--- config.mk ---
export PLATFORM = sky130hd
export DESIGN_NAME = board_ctrl_top
export DESIGN_NICKNAME = d
export VERILOG_FILES = /design/src/source/board_map_pkg.sv /design/src/source/board_io_pkg.sv /design/src/source/board_regs.sv /design/src/source/mv_good_settle.sv /design/src/source/host_wdog.sv /design/src/source/amp_fault_latch.sv /design/src/source/board_ctrl_top.sv
export SDC_FILE = /design/constraint.sdc
export NUM_CORES = 1
export LEC_CHECK = 0
export BUFFER_PORTS_ARGS = -buffer_cell sky130_fd_sc_hd__buf_2
export CORE_UTILIZATION = 50
export CTS_BUF_LIST = sky130_fd_sc_hd__clkbuf_8
export DETAILED_ROUTE_END_ITERATION = 10
export PLACE_DENSITY_LB_ADDON = 0.3
export SLEW_MARGIN = 20
export SYNTH_ARGS = -nofsm -noshare
export SYNTH_HDL_FRONTEND = slang
export SYNTH_SLANG_ARGS = --single-unit
export TNS_END_PERCENT = 30
--- constraint.sdc ---
create_clock -name sysclk -period 2.7 [get_ports sysclk]
set_clock_uncertainty 0.2 [all_clocks]
set_input_delay 0.54 -clock sysclk [delete_from_list [all_inputs] [get_ports sysclk]]
set_output_delay 0.54 -clock sysclk [all_outputs]
set_load 0.005 [all_outputs]
--- src/source/board_map_pkg.sv ---
// ----------------------------------------------------------------------
// register map of the board register block
// offsets decode address bits 3:0, the space code bits 15:12
// status-write bit positions assume a 4-axis board (bits 7:4, 15:12 unused)
// ----------------------------------------------------------------------
package board_map_pkg;

    // address space
    localparam logic [3:0] ADDR_MAIN = 4'h0;   // main board space

    // register offsets
    localparam logic [3:0] REG_STATUS  = 4'h0;
    localparam logic [3:0] REG_WDOG    = 4'h3; // watchdog period, in ticks
    localparam logic [3:0] REG_VERSION = 4'h4;
    localparam logic [3:0] REG_TEMPSNS = 4'h5;
    localparam logic [3:0] REG_DIGIOUT = 4'h6;
    localparam logic [3:0] REG_DIGIN   = 4'ha;
    localparam logic [3:0] REG_DSSTAT  = 4'hd; // one-wire chip status

    // ------------------------------------------------------------------
    // status write fields, each value bit applies only with its mask bit
    // ------------------------------------------------------------------
    localparam int AMP_EN_LSB     = 0;     // amplifier enables
    localparam int AMP_MASK_LSB   = 8;     // amplifier enable masks
    localparam int RELAY_VAL_BIT  = 16;
    localparam int RELAY_MASK_BIT = 17;
    localparam int PWR_VAL_BIT    = 18;
    localparam int PWR_MASK_BIT   = 19;

    // unmasked command bits, one pulse each
    localparam int DAC_RETEST_BIT     = 22;
    localparam int IOEXP_REDETECT_BIT = 23;
    localparam int DOUT_CFG_RST_BIT   = 24;

    // status read word
    localparam int STATUS_WDOG_BIT = 23;   // host software expects the flag here

endpackage

--- src/source/board_io_pkg.sv ---
// ----------------------------------------------------------------------
// signal types of the board register block
// axis vectors are indexed from 0, axis 1 of the board is bit 0
// ----------------------------------------------------------------------
package board_io_pkg;

    localparam int NUM_AXES    = 4;    // amplifier axes on the board
    localparam int REG_ADDR_W  = 16;
    localparam int REG_WORD_W  = 32;
    localparam int WDOG_PER_W  = 16;

    typedef logic [NUM_AXES-1:0]   axis_vec_t;     // one bit per axis
    typedef logic [REG_ADDR_W-1:0] reg_addr_t;     // register address
    typedef logic [REG_WORD_W-1:0] reg_word_t;     // register data word
    typedef logic [WDOG_PER_W-1:0] wdog_period_t;  // watchdog period in ticks

endpackage

--- src/source/board_regs.sv ---
// ----------------------------------------------------------------------
// board register port: main-space writes and read-back mux
// read data shows up one clock after the address, writes hold it
// axis enables are refused unless power was already on
// ----------------------------------------------------------------------
`timescale 1ns/1ps

module board_regs #(
    parameter logic [3:0]  NUM_CHAN = 4'd4,
    parameter logic [31:0] VERSION  = 32'h514C4131   // "QLA1"
) (
    input  logic                       sysclk,
    input  logic                       rst_n,
    // register port
    input  board_io_pkg::reg_addr_t    reg_raddr,
    input  board_io_pkg::reg_addr_t    reg_waddr,
    input  board_io_pkg::reg_word_t    reg_wdata,
    input  logic                       reg_wen,
    output board_io_pkg::reg_word_t    reg_rdata,
    // board inputs
    input  board_io_pkg::reg_word_t    dout,
    input  board_io_pkg::reg_word_t    ds_status,
    input  logic                       dout_cfg_valid,
    input  logic                       dout_cfg_bidir,
    input  logic                       is_quad_dac,
    input  logic                       ioexp_present,
    input  board_io_pkg::axis_vec_t    enc_a,
    input  board_io_pkg::axis_vec_t    enc_b,
    input  board_io_pkg::axis_vec_t    enc_i,
    input  board_io_pkg::axis_vec_t    neg_limit,
    input  board_io_pkg::axis_vec_t    pos_limit,
    input  board_io_pkg::axis_vec_t    home,
    input  board_io_pkg::axis_vec_t    fault,       // 1 = amplifier ok
    input  logic                       relay,
    input  logic                       mv_faultn,
    input  logic                       mv_good,
    input  logic                       v_fault,
    input  logic                       safety_fb,
    input  logic                       mv_fb,
    input  logic [3:0]                 board_id,
    input  logic [15:0]                temp_sense,
    // from the datapath blocks
    input  board_io_pkg::axis_vec_t    settle_disable,
    input  board_io_pkg::axis_vec_t    safety_amp_disable,
    input  logic                       wdog_timeout,
    // board controls
    output board_io_pkg::axis_vec_t    amp_disable,
    output logic                       pwr_enable,
    output logic                       relay_on,
    output logic                       dac_test_reset,
    output logic                       ioexp_cfg_reset,
    output logic                       dout_cfg_reset,
    output logic                       pwr_enable_cmd,
    output board_io_pkg::axis_vec_t    amp_enable_cmd,
    output logic                       wdog_clear,
    output logic                       wdog_pet,
    output logic                       wdog_period_wr,
    output board_io_pkg::wdog_period_t wdog_period
);
    import board_map_pkg::*;
    import board_io_pkg::*;

    logic      write_main;
    logic      write_status;
    logic      write_wdog;
    axis_vec_t amp_en;           // enable value field
    axis_vec_t amp_mask;         // enable mask field
    axis_vec_t reg_disable;      // host-side disables, 1 = off
    reg_word_t reg_status;
    reg_word_t reg_digin;

    // ------------------------------------------------------------------
    // write decode
    // ------------------------------------------------------------------
    assign write_main   = reg_wen && (reg_waddr[15:12] == ADDR_MAIN) && (reg_waddr[7:4] == 4'd0);
    assign write_status = write_main && (reg_waddr[3:0] == REG_STATUS);
    assign write_wdog   = write_main && (reg_waddr[3:0] == REG_WDOG);

    assign amp_en   = reg_wdata[AMP_EN_LSB +: NUM_AXES];
    assign amp_mask = reg_wdata[AMP_MASK_LSB +: NUM_AXES];

    // host asking for power or amplifiers, clears the error flags
    assign pwr_enable_cmd = write_status & reg_wdata[PWR_MASK_BIT] & reg_wdata[PWR_VAL_BIT];
    assign amp_enable_cmd = write_status ? (amp_en & amp_mask) : '0;
    assign wdog_clear     = pwr_enable_cmd | (|amp_enable_cmd);
    assign wdog_pet       = write_main;                 // any main write means host alive

    assign amp_disable = reg_disable | settle_disable;  // settle hold-off on top

    // ------------------------------------------------------------------
    // read words
    // ------------------------------------------------------------------
    always_comb begin
        reg_status        = '0;
        reg_status[31:28] = NUM_CHAN;
        reg_status[27:24] = board_id;
        reg_status[STATUS_WDOG_BIT] = wdog_timeout;
        reg_status[22]    = is_quad_dac;
        reg_status[21]    = dout_cfg_valid;
        reg_status[20]    = dout_cfg_bidir;
        reg_status[19]    = mv_good;
        reg_status[18]    = pwr_enable;
        reg_status[17]    = ~relay;            // relay feedback is active low
        reg_status[16]    = relay_on;
        reg_status[15]    = ~mv_faultn;
        reg_status[14]    = safety_fb;
        reg_status[12]    = ioexp_present;
        reg_status[11:8]  = fault;
        reg_status[7:4]   = safety_amp_disable;
        reg_status[3:0]   = ~reg_disable;      // 1 = enabled
    end

    // dout[31] flags the waveform table driving an output
    assign reg_digin = {v_fault, 1'b0, dout[31], mv_fb, enc_a, enc_b, enc_i,
                        dout[3:0], neg_limit, pos_limit, home};

    // ------------------------------------------------------------------
    // register file
    // ------------------------------------------------------------------
    always_ff @(posedge sysclk) begin
        if (!rst_n) begin
            reg_disable     <= '1;             // all axes off
            pwr_enable      <= 1'b0;
            relay_on        <= 1'b0;
            dac_test_reset  <= 1'b0;
            ioexp_cfg_reset <= 1'b0;
            dout_cfg_reset  <= 1'b0;
            wdog_period_wr  <= 1'b0;
            wdog_period     <= '0;             // watchdog off
            reg_rdata       <= '0;
        end else begin
            // pulses last one cycle
            dac_test_reset  <= 1'b0;
            ioexp_cfg_reset <= 1'b0;
            dout_cfg_reset  <= 1'b0;
            wdog_period_wr  <= 1'b0;
            if (reg_wen) begin
                if (write_status) begin
                    // masked enables, refused while power is still off
                    reg_disable <= {NUM_AXES{~pwr_enable}} | (amp_mask & ~amp_en)
                                   | (~amp_mask & reg_disable);
                    if (reg_wdata[RELAY_MASK_BIT])
                        relay_on <= reg_wdata[RELAY_VAL_BIT];
                    if (reg_wdata[PWR_MASK_BIT])
                        pwr_enable <= reg_wdata[PWR_VAL_BIT];
                    dac_test_reset  <= reg_wdata[DAC_RETEST_BIT];
                    ioexp_cfg_reset <= reg_wdata[IOEXP_REDETECT_BIT];
                    dout_cfg_reset  <= reg_wdata[DOUT_CFG_RST_BIT];
                end
                if (write_wdog) begin
                    wdog_period    <= reg_wdata[WDOG_PER_W-1:0];
                    wdog_period_wr <= 1'b1;    // reloads the watchdog next cycle
                end
            end else begin
                unique case (reg_raddr[3:0])
                    REG_STATUS:  reg_rdata <= reg_status;
                    REG_VERSION: reg_rdata <= VERSION;
                    REG_TEMPSNS: reg_rdata <= reg_word_t'(temp_sense);
                    REG_DIGIOUT: reg_rdata <= dout;
                    REG_DSSTAT:  reg_rdata <= ds_status;
                    REG_DIGIN:   reg_rdata <= reg_digin;
                    REG_WDOG:    reg_rdata <= reg_word_t'(wdog_period);
                    default:     reg_rdata <= '0;
                endcase
                // timeout drops every axis, otherwise only tripped ones
                reg_disable <= reg_disable | (wdog_timeout ? '1 : safety_amp_disable);
            end
        end
    end

    // a command pulse always follows a status write
    a_pulse_after_status: assert property (@(posedge sysclk) disable iff (!rst_n)
        (dac_test_reset | ioexp_cfg_reset | dout_cfg_reset) |-> $past(write_status));

endmodule

--- src/source/mv_good_settle.sv ---
// ----------------------------------------------------------------------
// motor voltage settle delay
// axes are held off until mv_good stayed high SETTLE_CYCLES+1 clocks
// any drop of mv_good restarts the delay
// ----------------------------------------------------------------------
`timescale 1ns/1ps

module mv_good_settle #(
    parameter int SETTLE_CYCLES = 1966080   // about 40 ms at 49.152 MHz
) (
    input  logic                    sysclk,
    input  logic                    rst_n,
    input  logic                    mv_good,
    output board_io_pkg::axis_vec_t settle_disable
);
    localparam int CNT_W = $clog2(SETTLE_CYCLES + 1);

    logic [CNT_W-1:0] settle_cnt;           // clocks with voltage good

    always_ff @(posedge sysclk) begin
        if (!rst_n) begin
            settle_cnt     <= '0;
            settle_disable <= '1;
        end else if (!mv_good) begin
            settle_cnt     <= '0;           // restart on any drop
            settle_disable <= '1;
        end else if (settle_cnt < CNT_W'(SETTLE_CYCLES)) begin
            settle_cnt     <= settle_cnt + 1'b1;
            settle_disable <= '1;           // still settling
        end else begin
            settle_disable <= '0;
        end
    end

    a_off_after_drop: assert property (@(posedge sysclk) disable iff (!rst_n)
        !$past(mv_good) |-> (settle_disable == '1));

endmodule

--- src/source/host_wdog.sv ---
// ----------------------------------------------------------------------
// host watchdog
// period counts ticks of WDOG_TICK_CYCLES clocks (at least 2)
// a period of 0 disables it, timeout accuracy is one tick
// ----------------------------------------------------------------------
`timescale 1ns/1ps

module host_wdog #(
    parameter int WDOG_TICK_CYCLES = 256
) (
    input  logic                       sysclk,
    input  logic                       rst_n,
    input  logic                       wdog_pet,        // host wrote something
    input  logic                       wdog_period_wr,  // new period stored
    input  board_io_pkg::wdog_period_t wdog_period,
    input  logic                       wdog_clear,
    output logic                       wdog_timeout
);
    localparam int TICK_W = $clog2(WDOG_TICK_CYCLES);

    logic [TICK_W-1:0]          pre_cnt;
    logic                       tick;
    board_io_pkg::wdog_period_t wdog_cnt;   // ticks left before timeout
    logic                       reload;

    assign tick   = (pre_cnt == TICK_W'(WDOG_TICK_CYCLES - 1));
    assign reload = wdog_pet | wdog_period_wr;

    // ------------------------------------------------------------------
    // tick prescaler, free running
    // ------------------------------------------------------------------
    always_ff @(posedge sysclk) begin
        if (!rst_n)
            pre_cnt <= '0;
        else
            pre_cnt <= tick ? '0 : pre_cnt + 1'b1;
    end

    // ------------------------------------------------------------------
    // down-counter and sticky flag
    // ------------------------------------------------------------------
    always_ff @(posedge sysclk) begin
        if (!rst_n) begin
            wdog_cnt     <= '0;
            wdog_timeout <= 1'b0;
        end else begin
            if (reload)
                wdog_cnt <= wdog_period;
            else if (tick && (wdog_cnt != '0))
                wdog_cnt <= wdog_cnt - 1'b1;

            if (wdog_clear)
                wdog_timeout <= 1'b0;       // host re-enabled power or an axis
            else if (!reload && tick && (wdog_cnt == 1))
                wdog_timeout <= 1'b1;       // last tick ran out
        end
    end

    a_no_trip_when_off: assert property (@(posedge sysclk) disable iff (!rst_n)
        $rose(wdog_timeout) |-> ($past(wdog_period) != '0));

endmodule

--- src/source/amp_fault_latch.sv ---
// ----------------------------------------------------------------------
// per-axis amplifier safety latch
// fault inputs are active low, a trip needs the axis to be enabled
// ----------------------------------------------------------------------
`timescale 1ns/1ps

module amp_fault_latch (
    input  logic                    sysclk,
    input  logic                    rst_n,
    input  board_io_pkg::axis_vec_t fault,          // 0 = amplifier fault
    input  board_io_pkg::axis_vec_t amp_disable,
    input  logic                    pwr_enable_cmd,
    input  board_io_pkg::axis_vec_t amp_enable_cmd,
    output board_io_pkg::axis_vec_t safety_amp_disable
);
    import board_io_pkg::*;

    axis_vec_t trip;
    axis_vec_t clear;

    assign trip  = ~fault & ~amp_disable;                   // faulting while driven
    assign clear = amp_enable_cmd | {NUM_AXES{pwr_enable_cmd}};

    always_ff @(posedge sysclk) begin
        if (!rst_n)
            safety_amp_disable <= '0;
        else
            safety_amp_disable <= (safety_amp_disable & ~clear) | trip;  // trip wins
    end

endmodule

--- src/source/board_ctrl_top.sv ---
// ----------------------------------------------------------------------
// board control top: register block plus settle, watchdog and latch
// all ports are single-clock on sysclk, reset is synchronous
// ----------------------------------------------------------------------
`timescale 1ns/1ps

module board_ctrl_top #(
    parameter logic [3:0]  NUM_CHAN         = 4'd4,
    parameter logic [31:0] VERSION          = 32'h514C4131,
    parameter int          SETTLE_CYCLES    = 1966080,
    parameter int          WDOG_TICK_CYCLES = 256
) (
    input  logic                    sysclk,
    input  logic                    rst_n,
    input  board_io_pkg::reg_addr_t reg_raddr,
    input  board_io_pkg::reg_addr_t reg_waddr,
    input  board_io_pkg::reg_word_t reg_wdata,
    input  logic                    reg_wen,
    output board_io_pkg::reg_word_t reg_rdata,
    input  board_io_pkg::reg_word_t dout,
    input  board_io_pkg::reg_word_t ds_status,
    input  logic                    dout_cfg_valid,
    input  logic                    dout_cfg_bidir,
    input  logic                    is_quad_dac,
    input  logic                    ioexp_present,
    input  board_io_pkg::axis_vec_t enc_a,
    input  board_io_pkg::axis_vec_t enc_b,
    input  board_io_pkg::axis_vec_t enc_i,
    input  board_io_pkg::axis_vec_t neg_limit,
    input  board_io_pkg::axis_vec_t pos_limit,
    input  board_io_pkg::axis_vec_t home,
    input  board_io_pkg::axis_vec_t fault,
    input  logic                    relay,
    input  logic                    mv_faultn,
    input  logic                    mv_good,
    input  logic                    v_fault,
    input  logic                    safety_fb,
    input  logic                    mv_fb,
    input  logic [3:0]              board_id,
    input  logic [15:0]             temp_sense,
    output board_io_pkg::axis_vec_t amp_disable,
    output logic                    pwr_enable,
    output logic                    relay_on,
    output logic                    dac_test_reset,
    output logic                    ioexp_cfg_reset,
    output logic                    dout_cfg_reset,
    output logic                    pwr_enable_cmd,
    output board_io_pkg::axis_vec_t amp_enable_cmd,
    output logic                    wdog_timeout
);
    import board_io_pkg::*;

    axis_vec_t    settle_disable;       // settle hold-off
    axis_vec_t    safety_amp_disable;   // tripped axes
    logic         wdog_clear;
    logic         wdog_pet;
    logic         wdog_period_wr;
    wdog_period_t wdog_period;

    board_regs #(
        .NUM_CHAN (NUM_CHAN),
        .VERSION  (VERSION)
    ) regs_i (
        .sysclk, .rst_n,
        .reg_raddr, .reg_waddr, .reg_wdata, .reg_wen, .reg_rdata,
        .dout, .ds_status, .dout_cfg_valid, .dout_cfg_bidir,
        .is_quad_dac, .ioexp_present,
        .enc_a, .enc_b, .enc_i, .neg_limit, .pos_limit, .home, .fault,
        .relay, .mv_faultn, .mv_good, .v_fault, .safety_fb, .mv_fb,
        .board_id, .temp_sense,
        .settle_disable, .safety_amp_disable, .wdog_timeout,
        .amp_disable, .pwr_enable, .relay_on,
        .dac_test_reset, .ioexp_cfg_reset, .dout_cfg_reset,
        .pwr_enable_cmd, .amp_enable_cmd,
        .wdog_clear, .wdog_pet, .wdog_period_wr, .wdog_period
    );

    mv_good_settle #(
        .SETTLE_CYCLES (SETTLE_CYCLES)
    ) settle_i (
        .sysclk, .rst_n, .mv_good, .settle_disable
    );

    host_wdog #(
        .WDOG_TICK_CYCLES (WDOG_TICK_CYCLES)
    ) wdog_i (
        .sysclk, .rst_n,
        .wdog_pet, .wdog_period_wr, .wdog_period, .wdog_clear,
        .wdog_timeout
    );

    amp_fault_latch latch_i (
        .sysclk, .rst_n,
        .fault, .amp_disable, .pwr_enable_cmd, .amp_enable_cmd,
        .safety_amp_disable
    );

endmodule

-- Word level (Yosys, flattened, before mapping)
Index checks and enable logic that the tools add are counted.
- register bits: 112
- bitwise operators: 25
- reductions and logical operators: 23
- magnitude comparators: 1
- $add $sub $neg: 3
- muxes and demuxes: 9
- eq/ne operators: 10
- operator list (cell ; number):
    case mux 32 bit (7 select lines) ; 1
    2-to-1 mux 16 bit ; 2
    inverter 4 bit ; 6
    bitwise OR 4 bit ; 6
    adder 21 x 1 -> 21 bit, second input constant ; 1
    < comparator 21 bit, second input constant ; 1
    bitwise AND 4 bit ; 5
    2-to-1 mux 4 bit ; 5
    equality test 16 x 1 -> 1 bit, second input constant ; 1
    zero test 4 bit ; 4
    nonzero test 16 bit ; 1
    subtractor 16 x 1 -> 16 bit, second input constant ; 1
    equality test 4 x 3 -> 1 bit, second input constant ; 3
    AND reduction 3 bit ; 3
    adder 8 x 1 -> 8 bit, second input constant ; 1
    equality test 4 x 2 -> 1 bit, second input constant ; 2
    equality test 4 bit, second input constant ; 2
    equality test 8 bit, second input constant ; 1
    logical AND 1 bit ; 7
    AND reduction 2 bit ; 3
    inverter 1 bit ; 4
    OR reduction 2 bit ; 2
    OR reduction 4 bit ; 1
    bitwise AND 1 bit ; 2
    5 further kinds ; 6

-- Logic depth before layout (Yosys ltp)
Gate-level depths: netlist of the first run.
- depth in word-level cells: 10
- mapped depth: 7
- gate-level depth less buffers: 6

-- By module
A second synthesis of the first run with hierarchy kept.
- cell total of the unflattened synthesis: 674
- area, all modules: 5765.5 sq um
- by module, submodules not included (module ; area each (sq um) ; cells each ; times used):
    board_regs ; 3205.6 ; 381 ; 1
    host_wdog ; 1352.5 ; 161 ; 1
    mv_good_settle ; 1052.3 ; 116 ; 1
    amp_fault_latch ; 155.1 ; 16 ; 1

-- Worst setup path before layout of the first run
No wires, ideal clock.
- path type: input to output
- from: input port reg_wen
- to: output port amp_enable_cmd[1]
- cell stages on the path: 5
- path slack: 0.274 ns
- path buffers: 2
- data arrival time: 1.686 ns
- path through: buf_2 -> nor3b_1 -> and4_1 -> clkbuf_1 -> and3_1
- longest elaborated chain between the ends: 4
- RTL lines (item ; RTL line ; source):
    start, declared ; board_ctrl_top.sv:18 ; input logic reg_wen,
    logical AND 1 bit (2 in series) ; board_regs.sv:75 ; assign write_main = reg_wen && (reg_waddr[15:12] == ADDR_MAIN) && (reg_waddr[7:4] == 4'd0);
    logical AND 1 bit ; board_regs.sv:76 ; assign write_status = write_main && (reg_waddr[3:0] == REG_STATUS);
    2-to-1 mux 4 bit ; board_regs.sv:84 ; assign amp_enable_cmd = write_status ? (amp_en & amp_mask) : '0;
    end, declared ; board_ctrl_top.sv:48 ; output board_io_pkg::axis_vec_t amp_enable_cmd,
No other way between the ends.

-- Worst setup path after layout of the first run
- from: input port reg_waddr[5]
- to: output port amp_enable_cmd[1]
- longest elaborated chain between the ends: 4
- RTL lines (item ; RTL line ; source):
    start, declared ; board_ctrl_top.sv:16 ; input board_io_pkg::reg_addr_t reg_waddr,
    zero test 4 bit ; board_regs.sv:75 ;
    logical AND 1 bit ; board_regs.sv:75 ;
    logical AND 1 bit ; board_regs.sv:76 ;
    2-to-1 mux 4 bit ; board_regs.sv:84 ;
No other way between the ends.

==> results of run 1 <==
[cell families after synthesis]
logic type | after synthesis | synth area share, %
XOR/XNOR | 16 | 2.41
adder cells (fa/ha/maj) | 5 | 1.08
flip-flops | 109 | 37.6
multiplexers | 16 | 2.76
buffers and inverters | 67 | 5.02
AO/OA/AOI/OAI | 179 | 23.8
AND/OR/NAND/NOR | 275 | 27.4
[power breakdown]
part,internal (mW),leakage (nW),switching [mW]
Clock,0.528,0.115,0.592
Combinational,0.173,2.20,0.185
Sequential,1.62,0.879,0.00949
[layout by cell type (no fill, tap or decap), types with 4 or more instances in the layout]
| cell type | instances |
|---|---|
| a2bb2oi_1 | 4 |
| inv_1 | 19 |
| nor3b_1 | 10 |
| and2_1 | 12 |
| mux2i_1 | 16 |
| or4_1 | 8 |
| a21oi_1 | 12 |
| xnor2_1 | 9 |
| or3_1 | 15 |
| a22oi_1 | 12 |
| o21ai_0 | 34 |
| and4_1 | 9 |
| and3_1 | 21 |
| clkbuf_8 | 9 |
| nor2b_1 | 21 |
| a31oi_1 | 12 |
| nand2_1 | 48 |
| a222oi_1 | 36 |
| o31ai_1 | 8 |
| nor4_1 | 7 |
| buf_4 | 29 |
| nor2_1 | 31 |
| o211ai_1 | 5 |
| nor3_1 | 4 |
| a22o_1 | 32 |
| or2_2 | 9 |
| nand4_1 | 25 |
| o221a_2 | 5 |
| buf_2 | 210 |
| xor2_1 | 7 |
| a21boi_0 | 7 |
| dfxtp_1 | 109 |
| ha_1 | 5 |
| nand3_1 | 30 |
[layout make-up]
class	count	area, µm²	area share (%)
inverters	18	67.6	0.922
diodes	2	5.00	0.0683
repair buffers	239	1270	17.3
flip-flops and latches	109	2180	29.8
well taps	140	175	2.39
multi-input cells	491	3410	46.5
clock buffers	9	124	1.69
clock inverters	7	98.8	1.35
[metal layers]
layer / global-route usage, % / vias up
met5: 0 / -
met4: 14.0 / 0
met3: 6.52 / 49
met2: 57.3 / 339
met1: 40.8 / 2995
li1: - / 2991
[sequential cells by signal (all words and copies together) (netlist names), 4 cells and up]
name                        cells
regs_i.reg_rdata               32
settle_i.settle_cnt            21
regs_i.wdog_period             16
wdog_i.wdog_cnt                16
wdog_i.pre_cnt                  8
latch_i.safety_amp_disable      4
regs_i.reg_disable              4
[metrics by stage]
step,cells,setup TNS [ps],total power [mW]
4_1_cts,1013,0,3.12
3_3_place_gp,997,-45.1,2.01
5_1_grt,1015,0,3.21
6_report,1015,0,3.11
3_5_place_dp,997,-136,2.02
2_1_floorplan,667,0,1.82
[worst max path at each step]
stage                      start           endpoint  slack (ps)  cells after the start
detailed placement  reg_waddr[1]  amp_enable_cmd[1]         -50                      7
CTS                 reg_waddr[1]  amp_enable_cmd[1]          60                      7
global placement    reg_waddr[1]  amp_enable_cmd[1]         -20                      7
global route        reg_waddr[1]     pwr_enable_cmd          40                      7
floorplan                reg_wen  amp_enable_cmd[1]         270                      5
finish              reg_waddr[5]  amp_enable_cmd[1]         130                      6
[synthesized netlist by cell type (3+ instances only)]
| library cell | count |
|---|---|
| o221a_2 | 5 |
| or2_2 | 9 |
| or4_1 | 8 |
| a2bb2oi_1 | 4 |
| ha_1 | 5 |
| o21ai_0 | 34 |
| nand2b_1 | 3 |
| a22oi_1 | 12 |
| mux2i_1 | 16 |
| dfxtp_1 | 109 |
| o31ai_1 | 8 |
| a21boi_0 | 7 |
| and2_0 | 3 |
| a21oi_1 | 12 |
| and4_1 | 9 |
| o211ai_1 | 5 |
| and2_1 | 12 |
| a222oi_1 | 36 |
| clkbuf_1 | 38 |
| and3_1 | 21 |
| nor4bb_1 | 4 |
| nor3_1 | 4 |
| or3_1 | 15 |
| nor3b_1 | 10 |
| nor2b_1 | 21 |
| inv_1 | 18 |
| nor2_1 | 31 |
| xnor2_1 | 9 |
| a22o_1 | 32 |
| a31oi_1 | 12 |
| nand2_1 | 48 |
| nand4_1 | 25 |
| nand3_1 | 30 |
| a211o_1 | 3 |
| nor4_1 | 10 |
| buf_2 | 5 |
| xor2_1 | 7 |
[worst max-delay path: cells and delay by family]
kind                   cells  cell delay, ps
AND/OR/NAND/NOR            3             890
buffers and inverters      3             400
[timing repair]
item,CTS,global route
pin swaps,0,0
resized for setup,1,1
endpoints found under the setup margin,4,3
hold buffers,0,0
setup buffers,0,0
gates cloned,0,0
==> impl_metrics.py, run 1 <==
metrics = {
    "outcome": {
        "outcome": "finished clean",
    },
    "clock_network": {
        "root_buffer": "clkbuf_8",
        "path_clk_slew_ps": 110,
        "htreeDepth": 3,
        "clk_path_buf_depth": 2,
        "cts-buffers-inserted": 9,
        "clkSinkCount": 109,
        "cts_tree": "yes",
        "clk-insertion-delay-late_ps": 400,
    },
    "floorplan": {
        "die_area_um2": 12100,
        "coreArea_um2": 11100,
        "die_w_um": 110,
        "fp-row-count": 38,
        "io_pins": 236,
        "die_y_um": 110,
        "start_util_pct": 52.4,
    },
    "sta": {
        "worst_pin_slew_ps": 803,
        "whs_ps": 165,
        "final_max_slew_viol_count": 0,
        "worst_slack_ps": 134,
        "max_freq_ghz": 0.390,
        "final.period_utilization_pct": 95.0,
        "fin_crit_ps": 2570,
        "rsz0062_at_grt": "false",
        "slew_headroom_pct": 46.4,
        "finalSetupViolCount": 0,
        "final_hold_viol_count": 0,
    },
    "detailed_routing": {
        "wl_met1_um": 8150,
        "dr_wl_met2_um": 9760,
        "first_pass_iters": 7,
        "wl_per_cell_um": 19.8,
        "met3WireLength_um": 1630,
        "routed_wl_um": 20100,
        "drtIter0Drc": 720,
        "drc": 0,
        "routed.top_layer": "met4",
        "vias_per_cell": 6.28,
        "ant_nets": 0,
        "vias": 6374,
    },
    "global_routing": {
        "grt_overflow": 0,
        "track_usage_pct": 33.5,
        "antenna_found_initial": 2,
        "grt_pass1_vias": 5943,
        "grt_first_pass_wirelength_um": 30500,
        "grt_max_degree": 36,
    },
    "setup_path": {
        "cp_max_fo": 9,
        "critPathKind": "in -> out",
        "end_kind": "output pin",
        "path_common_cell": "buf_2",
        "rr_endpoint": "wdog_i.wdog_cnt[6]$_SDFFE_PN0P_",
        "worst-endpoint-required_ps": 1960,
        "rrSetupSlack_ps": 390,
        "path_cells": "buf_2 -> nor4_1 -> and4_1 -> buf_4 -> and3_1 -> buf_2",
        "start_kind": "primary input",
        "reg2reg_depth": 6,
        "critPathArrivalTime_ps": 1830,
        "r2r_start": "wdog_i.wdog_cnt[0]$_SDFFE_PN0P_",
        "crit_slowest_cell": "nor4_1",
        "max_stage_delay_ps": 400,
    },
    "worst_hold_path": {
        "min_to": "regs_i.dout_cfg_reset$_SDFF_PN0_",
        "hold_depth": 2,
        "holdCritStartpoint": "reg_wdata[24]",
        "hold_class": "in -> reg",
    },
    "synthesis": {
        "synth-main-ff-cell": "dfxtp_1",
        "netlist_area_um2": 5810,
        "ys_warn_count": 0,
        "syn_nets": 861,
        "synth_area_leaders": "dfxtp_1 38%, a222oi_1 6.2%, a22o_1 4.8%",
        "yosysSeqAreaShare_pct": 37.6,
        "ys_seq_elements": 109,
        "avgSynthCellArea_um2": 8.71,
        "synth_cell_types": 58,
        "synthCells": 667,
        "synth_edf_count": 0,
        "async_reset_ff_share_pct": 0,
        "synth_top_area_share_pct": 37.6,
        "netlist.top_cell.by_area": "dfxtp_1",
    },
    "final_layout": {
        "final_util_pct": 66.1,
        "stdcell_area_um2": 7330,
        "layout-drive-gt1-share_pct": 32.3,
        "nNetsFinal": 1062,
        "area_growth_pct": 26.1,
        "fill_cells": 973,
    },
    "power": {
        "leakagePower_nw": 3.20,
        "irDropWorstVdd_mv": 0.419,
        "power_density_nw_per_um2": 424,
    },
    "place": {
        "place_area_um2": 7080,
        "port_buffers": 210,
        "place_hpwl_um": 15300,
        "pre_cts_ws_ps": -46.9,
        "gp_congestion": 0.912,
    },
    "job": {
        "max_cap_violations": 0,
    },
}
Note: power is estimated with default switching activity, not from simulation.
==> run 2, diff against run 1 <==
==> constraint.sdc (replaced) <==
create_clock -name sysclk -period 2.7 [get_ports sysclk]
set_clock_uncertainty 0.2 [all_clocks]
set_input_delay 0.675 -clock sysclk [delete_from_list [all_inputs] [get_ports sysclk]]
set_output_delay 0.675 -clock sysclk [all_outputs]
set_load 0.005 [all_outputs]
==> impl_metrics.py, run 2 (same netlist as run 1, synthesis figures left out) <==
metrics = {
    "global_routing": {
        "grt_overflow": 0,
        "track_usage_pct": 33.9,
        "grt_max_degree": 51,
        "grt_first_pass_wirelength_um": 31000,
        "antenna_found_initial": 6,
        "grt_pass1_vias": 5878,
    },
    "setup_path": {
        "start_kind": "primary input",
        "cp_max_fo": 6,
        "critPathArrivalTime_ps": 1810,
        "worst-endpoint-required_ps": 1820,
        "end_kind": "output pin",
        "critPathKind": "in -> out",
    },
    "final_layout": {
        "nNetsFinal": 1061,
        "final_util_pct": 67.0,
        "layout-drive-gt1-share_pct": 32.7,
        "stdcell_area_um2": 7420,
        "finalNonFillerCells": 1017,
        "reg_top3": "regs_i.reg_rdata (32), settle_i.settle_cnt (21)",
        "most-common-layout-cells": "207 x buf_2, 109 x dfxtp_1, 48 x nand2_1",
        "fill_cells": 934,
        "final_common_cell": "buf_2",
        "regArea_um2": 2180,
        "largest_reg_flops": 32,
        "multi_input_area_um2": 3430,
        "max_flop_register": "regs_i.reg_rdata",
        "area_growth_pct": 27.7,
    },
    "sta": {
        "fin_crit_ps": 2690,
        "final_hold_viol_count": 0,
        "final.period_utilization_pct": 99.5,
        "finalSetupViolCount": 0,
        "rsz0062_at_grt": "true",
        "worst_pin_slew_ps": 656,
        "whs_ps": 260,
        "fin_setup_tns_ps": 0,
        "worst_slack_ps": 13.0,
        "final_max_slew_viol_count": 0,
        "max_freq_ghz": 0.372,
        "slew_headroom_pct": 56.1,
    },
    "detailed_routing": {
        "vias_per_cell": 6.30,
        "drc": 0,
        "first_pass_iters": 5,
        "ant_nets": 0,
        "vias": 6406,
        "wl_per_cell_um": 19.8,
        "routed_wl_um": 20100,
        "drtIter0Drc": 863,
    },
    "clock_network": {
        "cts-buffers-inserted": 9,
        "clk_path_buf_depth": 2,
        "clkSinkCount": 109,
        "path_clk_slew_ps": 100,
        "root_buffer": "clkbuf_8",
        "hold_buffers": 0,
        "htreeDepth": 3,
        "clk-insertion-delay-late_ps": 390,
        "cts_tree": "yes",
    },
    "floorplan": {
        "die_y_um": 110,
        "coreArea_um2": 11100,
        "fp-row-count": 38,
        "io_pins": 236,
        "die_area_um2": 12100,
        "start_util_pct": 52.4,
        "die_w_um": 110,
    },
    "power": {
        "leakagePower_nw": 3.20,
        "irDropWorstVdd_mv": 0.320,
        "p_sw_share_pct": 27.4,
        "switchingPower_mw": 0.808,
        "p_int_mw": 2.15,
        "pwr-share-seq_pct": 55.2,
        "clkPwrFrac_pct": 32.4,
        "p_total_mw": 2.96,
        "power_density_nw_per_um2": 398,
        "pwr-share-comb_pct": 12.4,
    },
    "place": {
        "port_buffers": 210,
        "dp.cells": 993,
        "place_hpwl_um": 15300,
        "pre_cts_ws_ps": -145,
        "gp_congestion": 0.939,
        "place_area_um2": 7120,
    },
    "worst_hold_path": {
        "hold_class": "reg -> reg",
    },
    "outcome": {
        "outcome": "finished clean",
    },
    "job": {
        "max_cap_violations": 0,
    },
}
## run 2: cell types whose count changed in the layout (fill, tap and decap cells not counted), sizes merged
| cell | change |
|---|---|
| buf | -2 |
| clkinv | -2 |
| inv | +1 |
| bufinv | -2 |
| clkinvlp | +2 |
| diode | +4 |
| bufbuf | +1 |
## run 2: worst paths after layout
kind / start / to / slack, ps / cells after the start
max: reg_waddr[2] / amp_enable_cmd[1] / 10 / 7
min: wdog_i.pre_cnt[0]$_SDFF_PP0_ / wdog_i.pre_cnt[0]$_SDFF_PP0_ / 260 / 1
max reg2reg: wdog_i.wdog_cnt[0]$_SDFFE_PN0P_ / wdog_i.wdog_cnt[6]$_SDFFE_PN0P_ / 370 / 6
min reg2reg: wdog_i.pre_cnt[0]$_SDFF_PP0_ / wdog_i.pre_cnt[0]$_SDFF_PP0_ / 260 / 1
## run 2: final cells by class
type                            instances  share of cell area, %
Tap cell                              140                   2.36
Inverter                               18                  0.911
Sequential cell                       109                   29.4
Timing Repair Buffer                  238                   18.4
Antenna cell                            6                  0.202
Clock buffer                            9                   1.67
Clock inverter                          6                  0.742
Multi-Input combinational cell        491                   46.3
## run 2: what timing repair did
action                     4_1_cts  5_1_grt
setup buffers                    1        1
gates cloned                     1        0
gates resized for setup         11        0
pin swaps                        1        0
setup endpoints to repair        5        3
## run 2: power by group through the flow
| stage | registers, mW | clock network, mW | logic [mW] |
|---|---|---|---|
| 6_report | 1.63 | 0.958 | 0.366 |
| 5_1_grt | 1.63 | 1.04 | 0.395 |
| 4_1_cts | 1.63 | 0.979 | 0.361 |
| 3_5_place_dp | 1.67 | 0 | 0.353 |
| 3_3_place_gp | 1.67 | 0 | 0.343 |
| 2_1_floorplan | 1.67 | 0 | 0.148 |
## run 2: per-layer routing
metal / up-vias / routed length, µm / track usage [%]
met5: - / 0 / 0
met4: 0 / 656 / 17.0
met3: 46 / 1760 / 8.60
met2: 310 / 9450 / 53.0
met1: 3058 / 8240 / 43.3
li1: 2992 / - / -
## run 2: worst max-delay path, stage by stage
cell and delay (ps):
buf_6 100, nor4_4 250, buf_4 160, and4_4 260, buf_12 110, and3_4 180
buf_6 90
